## config.mk

```make
export PLATFORM = sky130hd
export DESIGN_NAME = sd_link
export DESIGN_NICKNAME = d
export VERILOG_FILES = /design/src/hdl/sd_card_reg_pkg.sv /design/src/hdl/sd_proto_pkg.sv /design/src/hdl/sd_cmd_fsm.sv /design/src/hdl/sd_link.sv /design/src/hdl/sd_resp_frame.sv /design/src/hdl/sd_synch.sv
export SDC_FILE = /design/constraint.sdc
export NUM_CORES = 1
export LEC_CHECK = 0
export BUFFER_PORTS_ARGS = -buffer_cell sky130_fd_sc_hd__buf_2
export CAP_MARGIN = 30
export CORE_MARGIN = 10
export CORE_UTILIZATION = 40
export CTS_CLUSTER_SIZE = 16
export DETAILED_ROUTE_END_ITERATION = 16
export GPL_ROUTABILITY_DRIVEN = 1
export PLACE_DENSITY = 0.6
export SLEW_MARGIN = 40
export SYNTH_ARGS = -nofsm -noshare
export SYNTH_HDL_FRONTEND = slang
export SYNTH_SLANG_ARGS = --single-unit
```

## constraint.sdc

```tcl
create_clock -name clk_50 -period 7.94 [get_ports clk_50]
set_clock_uncertainty 0.05 [all_clocks]
set_input_delay 1.191 -clock clk_50 [delete_from_list [all_inputs] [get_ports clk_50]]
set_output_delay 1.191 -clock clk_50 [all_outputs]
set_load 0.1 [all_outputs]
```

## src/hdl/sd_card_reg_pkg.sv

```systemverilog
// card register contents with OCR, CID and CSD values, RCA step, ACMD41 count, register struct
`default_nettype none

package sd_card_reg_pkg;

   // high capacity host support, 2.7 to 3.6 V window, busy until power-up
   localparam logic [31:0] OCR_RESET      = 32'h40FF_8000;
   localparam int          OCR_POWERED_UP = 31;

   localparam logic [15:0] RCA_STEP           = 16'h1337;
   localparam logic [3:0]  ACMD41_READY_COUNT = 4'd3;

   // MID, OID, name, revision, serial, reserved, date, CRC with end bit
   localparam logic [127:0] CID_VALUE = {
      8'h02, 16'h4C4B, 40'h4C4E_4B43_4D, 8'h10, 32'h0000_2A17, 4'h0, 12'h0F3, 8'hFF
   };

   // version 2.0 layout, 512 byte blocks at 25 MHz, about 3.8 GB
   localparam logic [127:0] CSD_VALUE = {
      // structure, TAAC, NSAC, TRAN_SPEED
      2'b01, 6'h0, 8'h0E, 8'h00, 8'h32,
      // CCC, READ_BL_LEN, partial and misalign flags, DSR
      12'h5B5, 4'h9, 4'b0000, 6'h0,
      // C_SIZE, ERASE_BLK_EN, SECTOR_SIZE
      22'h00_1D5F, 1'b0, 1'b1, 7'h7F,
      // write protect group, R2W_FACTOR, WRITE_BL_LEN
      7'h00, 1'b0, 2'b00, 3'b010, 4'h9, 1'b0, 5'h0,
      // file format and protection bits, then CRC with end bit
      1'b0, 1'b0, 1'b0, 1'b0, 2'b00, 2'h0, 8'hFF
   };

   typedef struct packed {
      logic [31:0] status;
      logic [15:0] rca;
      logic [31:0] ocr;
   } card_regs_t;

endpackage

`default_nettype wire

```

## src/hdl/sd_proto_pkg.sv

```systemverilog
// SD protocol definitions with command codes, card states, response kinds, status bits, PHY structs
`default_nettype none

package sd_proto_pkg;

   localparam int RESP_WIDTH = 136;

   typedef logic [5:0] cmd_index_t;

   // commands handled by the link
   localparam cmd_index_t CMD0_GO_IDLE        = 6'd0;
   localparam cmd_index_t CMD1_SEND_OP_COND   = 6'd1;
   localparam cmd_index_t CMD2_ALL_SEND_CID   = 6'd2;
   localparam cmd_index_t CMD3_SEND_REL_ADDR  = 6'd3;
   localparam cmd_index_t CMD7_SELECT_CARD    = 6'd7;
   localparam cmd_index_t CMD8_SEND_IF_COND   = 6'd8;
   localparam cmd_index_t CMD9_SEND_CSD       = 6'd9;
   localparam cmd_index_t CMD10_SEND_CID      = 6'd10;
   localparam cmd_index_t CMD13_SEND_STATUS   = 6'd13;
   localparam cmd_index_t CMD15_GO_INACTIVE   = 6'd15;
   localparam cmd_index_t CMD55_APP_CMD       = 6'd55;
   localparam cmd_index_t ACMD41_SEND_OP_COND = 6'd41;

   // numbered as in the CURRENT_STATE status field where INA has no code
   typedef enum logic [3:0] {
      CARD_IDLE  = 4'd0,
      CARD_READY = 4'd1,
      CARD_IDENT = 4'd2,
      CARD_STBY  = 4'd3,
      CARD_TRAN  = 4'd4,
      CARD_DATA  = 4'd5,
      CARD_RCV   = 4'd6,
      CARD_PRG   = 4'd7,
      CARD_DIS   = 4'd8,
      CARD_INA   = 4'd9
   } card_state_t;

   typedef enum logic [3:0] {
      RESP_NONE = 4'd0,
      RESP_BAD  = 4'd1,
      RESP_R1   = 4'd2,
      RESP_R1B  = 4'd3,
      RESP_R2   = 4'd4,
      RESP_R3   = 4'd5,
      RESP_R6   = 4'd6,
      RESP_R7   = 4'd7
   } resp_kind_t;

   // card status bit positions
   localparam int STAT_COM_CRC_ERROR   = 23;
   localparam int STAT_ILLEGAL_COMMAND = 22;
   localparam int STAT_STATE_MSB       = 12;
   localparam int STAT_STATE_LSB       = 9;
   localparam int STAT_READY_FOR_DATA  = 8;
   localparam int STAT_APP_CMD         = 5;

   // bits 31..26, 24, 21, 20, 16, 15, 13, 5 and 3
   localparam logic [31:0] CLEAR_ON_READ_MASK = 32'hFD31_A028;

   typedef struct packed {
      logic [1:0]  start;
      cmd_index_t  index;
      logic [31:0] argument;
      logic [6:0]  crc;
      logic        end_bit;
   } cmd_frame_t;

   typedef struct packed {
      logic cmd_act;
      logic cmd_crc_good;
      logic resp_done;
   } phy_strobe_t;

   typedef struct packed {
      resp_kind_t  kind;
      cmd_index_t  index;
      logic [11:0] r7_echo;
   } cmd_result_t;

endpackage

`default_nettype wire

```

## src/hdl/sd_cmd_fsm.sv

```systemverilog
// command decode and SD card state machine with RCA, OCR, status and error flags
`timescale 1ns/1ns
`default_nettype none

module sd_cmd_fsm
   import sd_proto_pkg::*;
   import sd_card_reg_pkg::*;
(
   input  wire logic        clk_50,
   input  wire logic        reset_s,
   input  wire phy_strobe_t strobe,
   input  wire phy_strobe_t strobe_prev,
   input  wire cmd_frame_t  cmd_frame,
   output cmd_result_t      result,
   output card_regs_t       regs,
   output logic             load,
   output logic             phy_resp_act,
   output card_state_t      link_card_state,
   output cmd_index_t       cmd_in_last,
   output logic             info_card_desel,
   output logic             err_host_is_spi,
   output logic             err_unhandled_cmd,
   output logic             err_cmd_crc
);

   typedef enum logic [2:0] {
      ST_RESET, ST_IDLE, ST_ACT, ST_RESP_0, ST_RESP_1, ST_RESP_2
   } fsm_state_t;

   fsm_state_t  state;
   cmd_frame_t  cmd_latch;
   card_state_t card_state_next;
   logic [3:0]  acmd41_count;
   logic        app_cmd;
   logic        act_rise;
   logic        done_rise;
   logic        rca_match;
   logic [31:0] status_clear;

   assign act_rise  = strobe.cmd_act & ~strobe_prev.cmd_act;
   assign done_rise = strobe.resp_done & ~strobe_prev.resp_done;
   assign rca_match = (cmd_latch.argument[31:16] == regs.rca);

   // framer captures in the same cycle that phy_resp_act is set
   assign load = (state == ST_RESP_1) && !(result.kind inside {RESP_NONE, RESP_BAD});

   // error bits are reported once
   // the clear-on-read set goes only after CMD13
   assign status_clear = (32'h1 << STAT_COM_CRC_ERROR) | (32'h1 << STAT_ILLEGAL_COMMAND)
      | ((cmd_latch.index == CMD13_SEND_STATUS) ? CLEAR_ON_READ_MASK : 32'h0)
      | ((app_cmd && cmd_latch.index != CMD55_APP_CMD) ? (32'h1 << STAT_APP_CMD) : 32'h0);

   always_ff @(posedge clk_50) begin
      // CMD0 comes back through ST_RESET
      if (!reset_s || state == ST_RESET) begin
         state             <= ST_IDLE;
         link_card_state   <= CARD_IDLE;
         regs.status       <= 32'h1 << STAT_READY_FOR_DATA;
         regs.rca          <= 16'h0;
         regs.ocr          <= OCR_RESET;
         acmd41_count      <= 4'd0;
         app_cmd           <= 1'b0;
         phy_resp_act      <= 1'b0;
         cmd_in_last       <= '0;
         info_card_desel   <= 1'b0;
         err_host_is_spi   <= 1'b0;
         err_unhandled_cmd <= 1'b0;
         err_cmd_crc       <= 1'b0;
      end else begin
         case (state)
            ST_IDLE: begin
               if (act_rise) begin
                  if (strobe.cmd_crc_good) begin
                     cmd_latch    <= cmd_frame;
                     result.index <= cmd_frame.index;
                     cmd_in_last  <= cmd_frame.index;
                     state        <= ST_ACT;
                  end else begin
                     err_cmd_crc                     <= 1'b1;
                     regs.status[STAT_COM_CRC_ERROR] <= 1'b1;
                  end
               end
            end
            ST_ACT: begin
               state           <= ST_RESP_0;
               card_state_next <= link_card_state;
               // anything not matched below is illegal in this state
               result.kind     <= RESP_BAD;
               if (!app_cmd) begin
                  case (cmd_latch.index)
                     CMD0_GO_IDLE: begin
                        if (link_card_state != CARD_INA)
                           state <= ST_RESET;
                     end
                     CMD1_SEND_OP_COND: err_host_is_spi <= 1'b1;
                     CMD2_ALL_SEND_CID: begin
                        if (link_card_state == CARD_READY) begin
                           result.kind     <= RESP_R2;
                           card_state_next <= CARD_IDENT;
                        end
                     end
                     CMD3_SEND_REL_ADDR: begin
                        if (link_card_state inside {CARD_IDENT, CARD_STBY}) begin
                           regs.rca        <= regs.rca + RCA_STEP;
                           result.kind     <= RESP_R6;
                           card_state_next <= CARD_STBY;
                        end
                     end
                     CMD7_SELECT_CARD: begin
                        if (!rca_match) begin
                           // another card was selected
                           result.kind     <= RESP_NONE;
                           info_card_desel <= 1'b1;
                           if (link_card_state == CARD_TRAN)
                              card_state_next <= CARD_STBY;
                        end else if (link_card_state == CARD_STBY) begin
                           result.kind     <= RESP_R1B;
                           card_state_next <= CARD_TRAN;
                        end
                     end
                     CMD8_SEND_IF_COND: begin
                        if (link_card_state == CARD_IDLE) begin
                           if (cmd_latch.argument[11:8] == 4'b0001) begin
                              result.kind    <= RESP_R7;
                              result.r7_echo <= cmd_latch.argument[11:0];
                           end else begin
                              result.kind <= RESP_NONE;
                           end
                        end
                     end
                     CMD9_SEND_CSD, CMD10_SEND_CID: begin
                        if (!rca_match)
                           result.kind <= RESP_NONE;
                        else if (link_card_state == CARD_STBY)
                           result.kind <= RESP_R2;
                     end
                     CMD13_SEND_STATUS: begin
                        if (!rca_match)
                           result.kind <= RESP_NONE;
                        else if (link_card_state inside {[CARD_STBY:CARD_DIS]})
                           result.kind <= RESP_R1;
                     end
                     CMD15_GO_INACTIVE: begin
                        result.kind <= RESP_NONE;
                        if (rca_match && link_card_state inside {[CARD_STBY:CARD_DIS]})
                           card_state_next <= CARD_INA;
                     end
                     CMD55_APP_CMD: begin
                        if (!rca_match) begin
                           result.kind <= RESP_NONE;
                        end else if (link_card_state inside {CARD_IDLE, [CARD_STBY:CARD_DIS]}) begin
                           result.kind               <= RESP_R1;
                           app_cmd                   <= 1'b1;
                           regs.status[STAT_APP_CMD] <= 1'b1;
                        end
                     end
                     default: err_unhandled_cmd <= 1'b1;
                  endcase
               end else begin
                  case (cmd_latch.index)
                     ACMD41_SEND_OP_COND: begin
                        if (link_card_state == CARD_IDLE) begin
                           result.kind  <= RESP_R3;
                           acmd41_count <= acmd41_count + 4'd1;
                           // an empty window is a query, and no HCS means never ready
                           if (cmd_latch.argument[23:0] != 24'h0 && cmd_latch.argument[30] &&
                               acmd41_count >= ACMD41_READY_COUNT) begin
                              regs.ocr[OCR_POWERED_UP] <= 1'b1;
                              card_state_next          <= CARD_READY;
                           end
                        end
                     end
                     default: begin
                        // unknown ACMD is decoded again as a plain command
                        app_cmd <= 1'b0;
                        state   <= ST_ACT;
                     end
                  endcase
               end
            end
            ST_RESP_0: begin
               regs.status[STAT_STATE_MSB:STAT_STATE_LSB] <= link_card_state;
               state <= ST_RESP_1;
            end
            ST_RESP_1: begin
               case (result.kind)
                  RESP_NONE: begin
                     link_card_state <= card_state_next;
                     state           <= ST_IDLE;
                  end
                  RESP_BAD: begin
                     regs.status[STAT_ILLEGAL_COMMAND] <= 1'b1;
                     state                             <= ST_IDLE;
                  end
                  default: begin
                     phy_resp_act <= 1'b1;
                     state        <= ST_RESP_2;
                  end
               endcase
            end
            ST_RESP_2: begin
               // hold the response until the PHY reports it sent
               if (done_rise) begin
                  regs.status     <= regs.status & ~status_clear;
                  if (cmd_latch.index != CMD55_APP_CMD)
                     app_cmd <= 1'b0;
                  phy_resp_act    <= 1'b0;
                  link_card_state <= card_state_next;
                  state           <= ST_IDLE;
               end
            end
            default: state <= ST_RESET;
         endcase
      end
   end

   a_resp_act_rise: assert property (@(posedge clk_50) disable iff (!reset_s)
      $rose(phy_resp_act) |-> state == ST_RESP_2 && $past(load))
      else $error("phy_resp_act rose outside RESP_2 or without a loaded response");

   a_load_kind: assert property (@(posedge clk_50) disable iff (!reset_s)
      load |=> phy_resp_act)
      else $error("load raised without a response to send");

endmodule

`default_nettype wire

```

## src/hdl/sd_link.sv

```systemverilog
// SD link top level with PHY synchronizers, command FSM and response framer
`timescale 1ns/1ns
`default_nettype none

module sd_link
   import sd_proto_pkg::*;
   import sd_card_reg_pkg::*;
(
   input  wire logic                  clk_50,
   input  wire logic                  reset_s,
   input  wire cmd_frame_t            phy_cmd_in,
   input  wire logic                  phy_cmd_in_act,
   input  wire logic                  phy_cmd_in_crc_good,
   input  wire logic                  phy_resp_done,
   output wire card_state_t           link_card_state,
   output wire logic [RESP_WIDTH-1:0] phy_resp_out,
   output wire resp_kind_t            phy_resp_type,
   output wire logic                  phy_resp_act,
   output wire cmd_index_t            cmd_in_last,
   output wire logic                  info_card_desel,
   output wire logic                  err_host_is_spi,
   output wire logic                  err_unhandled_cmd,
   output wire logic                  err_cmd_crc
);

   wire phy_strobe_t strobe_in;
   wire phy_strobe_t strobe_s;
   wire phy_strobe_t strobe_r;
   wire cmd_frame_t  cmd_s;
   wire cmd_result_t result;
   wire card_regs_t  regs;
   wire logic        load;

   assign strobe_in = '{
      cmd_act:      phy_cmd_in_act,
      cmd_crc_good: phy_cmd_in_crc_good,
      resp_done:    phy_resp_done
   };

   sd_synch #(.payload_t(phy_strobe_t)) u_synch_strobe (
      .clk_50 (clk_50),
      .d      (strobe_in),
      .q      (strobe_s),
      .q_prev (strobe_r)
   );

   // frame is steady before act rises, so no edge copy is needed
   sd_synch #(.payload_t(cmd_frame_t)) u_synch_cmd (
      .clk_50 (clk_50),
      .d      (phy_cmd_in),
      .q      (cmd_s),
      .q_prev ()
   );

   sd_cmd_fsm u_cmd_fsm (
      .clk_50            (clk_50),
      .reset_s           (reset_s),
      .strobe            (strobe_s),
      .strobe_prev       (strobe_r),
      .cmd_frame         (cmd_s),
      .result            (result),
      .regs              (regs),
      .load              (load),
      .phy_resp_act      (phy_resp_act),
      .link_card_state   (link_card_state),
      .cmd_in_last       (cmd_in_last),
      .info_card_desel   (info_card_desel),
      .err_host_is_spi   (err_host_is_spi),
      .err_unhandled_cmd (err_unhandled_cmd),
      .err_cmd_crc       (err_cmd_crc)
   );

   sd_resp_frame u_resp_frame (
      .clk_50        (clk_50),
      .load          (load),
      .result        (result),
      .regs          (regs),
      .phy_resp_out  (phy_resp_out),
      .phy_resp_type (phy_resp_type)
   );

endmodule

`default_nettype wire

```

## src/hdl/sd_resp_frame.sv

```systemverilog
// response framer that builds the 136-bit response and its kind when load is high
`timescale 1ns/1ns
`default_nettype none

module sd_resp_frame
   import sd_proto_pkg::*;
   import sd_card_reg_pkg::*;
(
   input  wire logic             clk_50,
   input  wire logic             load,
   input  wire cmd_result_t      result,
   input  wire card_regs_t       regs,
   output logic [RESP_WIDTH-1:0] phy_resp_out,
   output resp_kind_t            phy_resp_type
);

   logic [15:0] status_short;

   // R6 carries status bits 23, 22, 19 and 12..0
   assign status_short = {regs.status[23:22], regs.status[19], regs.status[12:0]};

   always_ff @(posedge clk_50) begin
      if (load) begin
         phy_resp_type <= result.kind;
         case (result.kind)
            RESP_R1, RESP_R1B: begin
               phy_resp_out <= {2'b00, result.index, regs.status, 8'h01, 88'h0};
            end
            RESP_R2: begin
               // CID and CSD hold their own CRC and only the end bit is forced
               if (result.index == CMD9_SEND_CSD)
                  phy_resp_out <= {2'b00, 6'b111111, CSD_VALUE[127:1], 1'b1};
               else
                  phy_resp_out <= {2'b00, 6'b111111, CID_VALUE[127:1], 1'b1};
            end
            RESP_R3: begin
               phy_resp_out <= {2'b00, 6'b111111, regs.ocr, 8'hFF, 88'h0};
            end
            RESP_R6: begin
               phy_resp_out <= {2'b00, result.index, regs.rca, status_short, 8'h01, 88'h0};
            end
            RESP_R7: begin
               phy_resp_out <= {2'b00, result.index, 20'h0, result.r7_echo, 8'h01, 88'h0};
            end
            default: phy_resp_out <= '0;
         endcase
      end
   end

   a_type_after_load: assert property (@(posedge clk_50)
      load |=> !(phy_resp_type inside {RESP_NONE, RESP_BAD}))
      else $error("response kind after load is not a sendable response");

endmodule

`default_nettype wire

```

## src/hdl/sd_synch.sv

```systemverilog
// three-stage synchronizer for any payload, with one more stage for edge detection
`timescale 1ns/1ns
`default_nettype none

module sd_synch
   import sd_proto_pkg::*;
#(
   parameter type payload_t = phy_strobe_t
) (
   input  wire logic     clk_50,
   input  wire payload_t d,
   output payload_t      q,
   output payload_t      q_prev
);

   payload_t stage_1;
   payload_t stage_2;
   payload_t stage_3;
   payload_t stage_4;

   always_ff @(posedge clk_50) begin
      stage_1 <= d;
      stage_2 <= stage_1;
      stage_3 <= stage_2;
      stage_4 <= stage_3;
   end

   // q lags d by three cycles, q_prev by four
   assign q      = stage_3;
   assign q_prev = stage_4;

endmodule

`default_nettype wire

```

==> impl_results.md, run 1 <==
- Synthesized area: roughly 10,000 um2
- Wire length on met3: ~1800 um
- WL per Instance: around 16 um
- Detailed Place HPWL: between 10,000 and 15,000 um
- # Post-CTS Setup Buffers: 0
- WP depth: 1
- R2R depth: 4
- Sequential area share after synthesis: between 60% and 70%
- Outcome: finished clean
- DRT antenna net count: 0
- Iteration-0 DRC Markers: 404
- Area of the die: 32,400 um2
- CP top delay family: flip-flops
- Final TNS setup: 0 ns
- Number of gates resized after CTS: 0
- Leakage: 4.99 nW
- Final hold vios: 0
- Yosys cell types: around 70
- Critical path, cell by cell: buf_2
- Width of the die: 180 um
- Slew at the pin with the worst max-slew slack: a little over 0.7 ns
- Setup crit start: u_cmd_fsm.link_card_state[1]$_SDFFE_PP0P_
- Via Count: 5,955
- Vias in the first global route: approximately 6k
- CTS tree: done
- Max incr delay on CP: 0.69 ns
- Slew Viols, Final: 0
- Top FF cell, synth: dfxtp_1
- FF-to-FF Start: u_cmd_fsm.state[0]$_SDFFE_PP1P_
- Nets: slightly above 1k
- Total Routing Usage GR: about an eighth
- Clock latency on the worst-skew pair: 0.54 ns
- Slew margin rel.: roughly half
- P per Cell Area: around 260 nW/um2
- Worst EP required: about 6.7 ns
- CP endpoint: link_card_state[1]
- I/O pins: around 210
- GP Congestion: slightly below 0.9
- Hold crit path type: register to register
- FMAX: approximately 330 MHz
- Routed WL: approximately 20,000 um
- DRC Markers: 0
- Crit path arrival time: 1.76 ns
- WP buf/inv: 1
- Number of flops mapped to enable cells by yosys: 106
- Asr flop ratio synth: 0%
- CTS buffer count: 29
- WHS: roughly 0.27 ns
- Initial antenna violation count: 0
- # rows: 58
- Drt via density: 4.57
- First-pass GRT wire length: 32,300 um
- Largest fanout on the critical path: 14
- VDD IR max: 161 uV
- H-tree Lvls: 1
- Clk buf depth: 3
- Worst path slowest cell: dfxtp_1
- Final Cycle Share: approximately 38%
- Root Driver: clkbuf_16
- Port bufs: between 150 and 200
- Synth Instances: about 840
- Global route overflow: 0
- Post-Syn Area per Cell: between 10 and 15 um2
- CP Class: register to output pin
- Syn-to-layout area delta: 15.2%
- Crit. End Element: output pin
- RR Endpoint: u_cmd_fsm.cmd_latch[37]$_DFFE_PP_
- Fraction of layout cells with a size suffix above 1: around a quarter
- Clock transition at path regs: ~0.06 ns
- Unrepaired setup endpoints after global routing: no
- R2R Setup Slk: between 5 and 6 ns
- YS warnings: 0
- Final setup vio count: 0
- Number of synthesized register bits: just under 300
- Crit start category: register
- Largest net degree at the start of global routing: 49
- Final WS setup: between 4 and 5 ns
- Min Tclk post-route: roughly 3.0 ns
- Max_cap viols: 0
- Place WS: 4.87 ns
- Final Core Density: a little under half
- Router iterations before antenna repair: 5
- Core area: 25,200 um2
- DIE HEIGHT: between 150 and 200 um
- Initial core utilization: about two fifths
- Tot Pwr: roughly 3.1 mW
- M1 WL: between 9000 and 10,000 um
- Max Used Layer: met4
- Met2 wire len: just under 9000 um
- CTS Sinks: between 200 and 300
- ANT cells: 0
- CTS Hold Bufs: 0
[kinds of logic after synthesis]
family                   Yosys count  share of synthesized area (%)
flip-flops                       291                           67.3
AND/OR/NAND/NOR                  255                           12.4
buffers and inverters            150                           9.15
AO/OA/AOI/OAI                     94                           6.29
XOR/XNOR                          34                           2.91
multiplexers                      17                           1.71
adder cells (fa/ha/maj)            2                          0.244
other                              1                         0.0366
[worst min-delay path by stage]
stage / start / to / slack, ns / cells past startpoint
after floorplan: u_synch_cmd.stage_2[10]$_DFF_P_ / u_synch_cmd.q[10]$_DFF_P_ / 0.26 / 0
after global placement: u_synch_cmd.stage_1[45]$_DFF_P_ / u_synch_cmd.stage_2[45]$_DFF_P_ / 0.26 / 0
after CTS: u_synch_cmd.stage_2[38]$_DFF_P_ / u_synch_cmd.q[38]$_DFF_P_ / 0.26 / 0
after global routing: u_synch_cmd.stage_2[8]$_DFF_P_ / u_synch_cmd.q[8]$_DFF_P_ / 0.27 / 0
final: u_synch_cmd.stage_2[41]$_DFF_P_ / u_synch_cmd.q[41]$_DFF_P_ / 0.27 / 0
after detailed placement: u_synch_cmd.stage_2[14]$_DFF_P_ / u_synch_cmd.q[14]$_DFF_P_ / 0.26 / 0
[stage by stage]
| step | instances | instance area [um2] |
|---|---|---|
| 2_1_floorplan | 881 | 10400 |
| 3_3_place_gp | 1248 | 10800 |
| 4_1_cts | 1303 | 11800 |
| 5_1_grt | 1303 | 11800 |
| 6_report | 1303 | 11800 |
| 3_5_place_dp | 1250 | 10800 |
[cells in the final DEF, fill, tap and decap left out, drive strengths merged, types with 3 or more instances in the layout]
cell type,netlist,layout
nand4,5,5
inv,24,27
conb,1,38
and2,12,12
nor4,11,11
clkinv,1,6
edfxtp,106,106
o31ai,5,5
xor2,27,27
dfxtp,185,185
a22oi,4,4
mux2i,13,13
buf,106,164
nor2,65,65
clkbuf,19,44
a31oi,8,8
a21boi,9,9
o31a,3,3
nand3,17,17
nand2,81,81
a21o,4,4
nor3,17,17
nor2b,10,10
or3,5,5
and3,7,7
xnor2,7,7
o21ai,25,25
nand2b,11,11
mux2,4,4
a21oi,12,12
[state kept, by name (all words and copies together) (netlist names), 6 cells and up]
| register | cells |
|---|---|
| u_cmd_fsm.cmd_in_last | 6 |
| u_cmd_fsm.cmd_latch | 32 |
| u_cmd_fsm.regs | 37 |
| u_cmd_fsm.result | 21 |
| u_resp_frame.phy_resp_out | 46 |
| u_synch_cmd.q | 38 |
| u_synch_cmd.stage_1 | 38 |
| u_synch_cmd.stage_2 | 38 |
[synthesized netlist by cell type, drive strengths merged, types with 3 or more instances]
library cell	count	share of area, %
nor3	17	0.88
nor4	11	0.97
nand4	5	0.31
xnor2	7	0.60
clkbuf	19	0.71
a22oi	4	0.29
a21o	4	0.29
nand3	17	0.83
mux2i	13	1.3
inv	24	0.88
dfxtp	185	36
nand2b	11	0.67
edfxtp	106	31
and2	12	0.73
nor2b	10	0.64
and3	7	0.48
o31a	3	0.26
a21boi	9	0.66
mux2	4	0.44
nor2	65	2.4
a31oi	8	0.49
o21ai	25	1.3
buf	106	7.5
or3	5	0.31
nand2	81	3.0
o31ai	5	0.46
xor2	27	2.3
a21oi	12	0.59
[final cells by class]
| class | count | area [um2] |
|---|---|---|
| clock inverter | 9 | 86.3 |
| timing repair buffer | 164 | 845 |
| clock buffer | 44 | 885 |
| inverter | 25 | 93.8 |
| fill | 2257 | 13400 |
| sequential | 291 | 6890 |
| multi-input combinational | 440 | 2590 |
| tap | 330 | 413 |
[layer usage]
metal / vias to the layer above / GRT usage, %
met2: 239 / 18.2
met5: - / 0
met4: 0 / 3.97
met1: 2691 / 15.6
met3: 34 / 4.12
li1: 2991 / -
[power by group]
part / switching, mW / leakage [nW] / internal, mW
combinational: 0.113 / 1.96 / 0.0169
clock: 0.533 / 0.481 / 0.803
sequential: 0.0142 / 2.55 / 1.58
total: 0.660 / 4.99 / 2.40
Note: power is estimated with default switching activity, not from simulation.
==> run 2, diff against run 1 <==
- PLACE_DENSITY: 0.6 -> 0.63
- clock period: 7.94 -> 2.5 ns (I/O delays scaled with it)
==> run 2 against run 1 <==
  * Die area did not move
  * Sequential cell count did not move
  * Critical path depth increased by 6
  * Routed wire length rose by 6.7%
  * Cell count rose by 5.5%
  * Power increased to 3.2 times the previous value
  * Register-to-register slack lost 5.0 ns
  * Non-clock buffer count grew 72
  * Sequential power rose to 3.2 times the previous value
==> impl_results.md, run 2 (synthesis results as in run 1) <==
- Post-Layout Cell Count: 1,375 (+5.5%)
- Clk buf depth: 3 (unchanged)
- Vias in the first global route: 6,285 (+4.3%)
- Iteration-0 DRC Markers: 420 (+4.0%)
- Largest net degree at the start of global routing: 41 (-16%)
- Hold crit path type: primary input to register
- Root Driver: clkbuf_16
- DRT antenna net count: 0 (unchanged)
- Largest fanout on the critical path: 11 (-3)
- CTS buffer count: 29 (unchanged)
- First-pass GRT wire length: 34,200 um (+5.8%)
- # rows: 58 (unchanged)
- Clock share of power: 43.3% (-0.4 points)
- Sw Ratio: 22.0% (+0.46 points)
- Syn-to-layout area delta: 21.6%
- Width of the die: 180 um (unchanged)
- Int Pwr: 7.61 mW (+220%)
- Nets: 1,078 (+7.2%)
- Detailed Place HPWL: 15,800 um (+8.7%)
- Crit path arrival time: 2.51 ns (+0.75 ns)
- CP Class: register to register
- Clock transition at path regs: 0.06 ns (about the same)
- P per Cell Area: 783 nW/um2 (+200%)
- Slew margin rel.: 60.2% (+8.2 points)
- Unrepaired setup endpoints after global routing: no
- FMAX: about 440 MHz
- I/O pins: 208 (unchanged)
- Outcome: finished clean
- Global route overflow: 0 (unchanged)
- Max_cap viols: 0 (unchanged)
- Leakage: 5.32 nW (+6.6%)
- Slew at the pin with the worst max-slew slack: 0.582 ns (-0.138 ns)
- Drt via density: 4.49 (-1.8%)
- Max reg flops: 46 (unchanged)
- Sequential power share: 51.8% (-0.3 points)
- Slew Viols, Final: 0 (unchanged)
- DRC Markers: 0 (unchanged)
- Comb pwr share: 4.9% (+0.6 points)
- Min Tclk post-route: 2.29 ns
- Switch Pwr: 2.15 mW (+230%)
- CTS tree: done
- R2R Setup Slk: 0.21 ns (-5.00 ns)
- Largest register by flop count: u_resp_frame.phy_resp_out
- RR Endpoint: u_cmd_fsm.card_state_next[2]$_DFFE_PP_
- Place WS: 0.261 ns (-4.61 ns)
- Via Count: 6,168 (+3.6%)
- Placed cell areas: 11,100 um2 (+2.4%)
- Hold EP: u_cmd_fsm.state[0]$_SDFFE_PP1P_
- Port bufs: 159 (unchanged)
- Initial antenna violation count: 0 (unchanged)
- GP Congestion: 0.862 (-3.5%)
- Fraction of layout cells with a size suffix above 1: 25.1% (+1.4 points)
- VDD IR max: 474 uV (+190%)
- WHS: 0.102 ns (-0.168 ns)
- Router iterations before antenna repair: 4 (-1)
- Final hold vios: 0 (unchanged)
- Core area: 25,200 um2 (unchanged)
- Final Cycle Share: between 90% and 100%
- Clock latency on the worst-skew pair: 0.53 ns (about the same)
- WL per Instance: 15.7 um (+1.1%)
- Initial core utilization: 40.7% (unchanged)
- Area of the die: 32,400 um2 (unchanged)
- # Post-CTS Setup Buffers: 0 (unchanged)
- Routed WL: 21,600 um (+6.7%)
- Hold_sp: reset_s
- Final TNS setup: 0 ns (unchanged)
- Crit. End Element: register
- Dpl cells: 1,281 (+2.5%)
- CTS Sinks: 291 (unchanged)
- Hold path depth: 2 (+2)
- ANT cells: 0 (unchanged)
- R2R depth: 7 (+3)
- Crit start category: register
- Fin area: 12,500 um2 (+5.6%)
- Final WS setup: 0.214 ns (-4.73 ns)
- H-tree Lvls: 1 (unchanged)
- Total Routing Usage GR: 12.8% (+0.81 points)
- Final setup vio count: 0 (unchanged)
- Commonest non-fill, non-tap cells in the layout: 185 x dfxtp_1, 159 x buf_2, 106 x edfxtp_1, 81 x nand2_1, 63 x nor2_1
- FF-to-FF Start: u_cmd_fsm.cmd_latch[31]$_DFFE_PP_
- DIE HEIGHT: 180 um (unchanged)
- Most common cell after layout, fill and taps aside: dfxtp_1
- Worst EP required: 2.72 ns (-3.98 ns)
[run 2: cell types whose count changed in the layout (fill, tap and decap cells not counted), sizes merged]
cell and change:
buf +31, bufinv -1, clkbuf -1, clkinv +4, dlygate4sd3 +41, inv -2
[run 2: worst max path at each step]
stage	start	endpoint	slack (ns)
5_1_grt	u_cmd_fsm.result[15]$_DFFE_PP_	u_cmd_fsm.result[1]$_DFFE_PP_	0.11
4_1_cts	u_cmd_fsm.cmd_latch[31]$_DFFE_PP_	u_cmd_fsm.card_state_next[2]$_DFFE_PP_	0.23
3_5_place_dp	u_cmd_fsm.cmd_latch[31]$_DFFE_PP_	u_cmd_fsm.card_state_next[2]$_DFFE_PP_	0.26
2_1_floorplan	u_cmd_fsm.link_card_state[2]$_SDFFE_PP0P_	u_cmd_fsm.result[19]$_SDFFCE_PP0P_	0.10
6_report	u_cmd_fsm.cmd_latch[31]$_DFFE_PP_	u_cmd_fsm.card_state_next[2]$_DFFE_PP_	0.21
3_3_place_gp	u_cmd_fsm.cmd_latch[30]$_DFFE_PP_	u_cmd_fsm.card_state_next[2]$_DFFE_PP_	0.21
[run 2: area by class of cell]
cell class                 count  area [um2]
sequential                   291        6890
multi-input combinational    440        2580
inverter                      25        93.8
clock inverter                10        68.8
fill                        2244       12700
timing repair buffer         236        1510
clock buffer                  43         896
tap                          330         413
[run 2: per-layer routing]
layer | track usage (%) | share of wire, % | up-vias
met4 | 3.74 | 2.0 | 0
li1 | - | - | 3130
met3 | 3.49 | 7.7 | 25
met2 | 20.2 | 45 | 218
met5 | 0 | 0 | -
met1 | 16.8 | 46 | 2795
[run 2: per-stage QoR]
stage,total power [mW],util [%]
2_1_floorplan,5.55,-
5_1_grt,10.1,49.5
3_5_place_dp,5.59,44.0
4_1_cts,9.88,49.5
6_report,9.76,49.5
3_3_place_gp,5.58,44.0
[run 2: timing repair]
action	4_1_cts	5_1_grt
hold endpoints to repair	41	0
gates resized for setup	0	0
hold buffers	41	0
[run 2: critical path, cell delays in order, from the launching register on]
cell      delay [ns]
edfxtp_1        0.43
xor2_1          0.16
nor4_1          0.33
nand4_1         0.13
buf_4           0.21
nor2_1          0.19
a21oi_1         0.06
o32ai_1         0.45
[run 2: power by group through the flow]
| stage | logic [mW] | clock network (mW) | registers (mW) |
|---|---|---|---|
| CTS | 0.476 | 4.34 | 5.06 |
| detailed placement | 0.426 | 0 | 5.16 |
| finish | 0.478 | 4.22 | 5.06 |
| global route | 0.500 | 4.53 | 5.07 |
| global placement | 0.425 | 0 | 5.16 |
| floorplan | 0.368 | 0 | 5.18 |
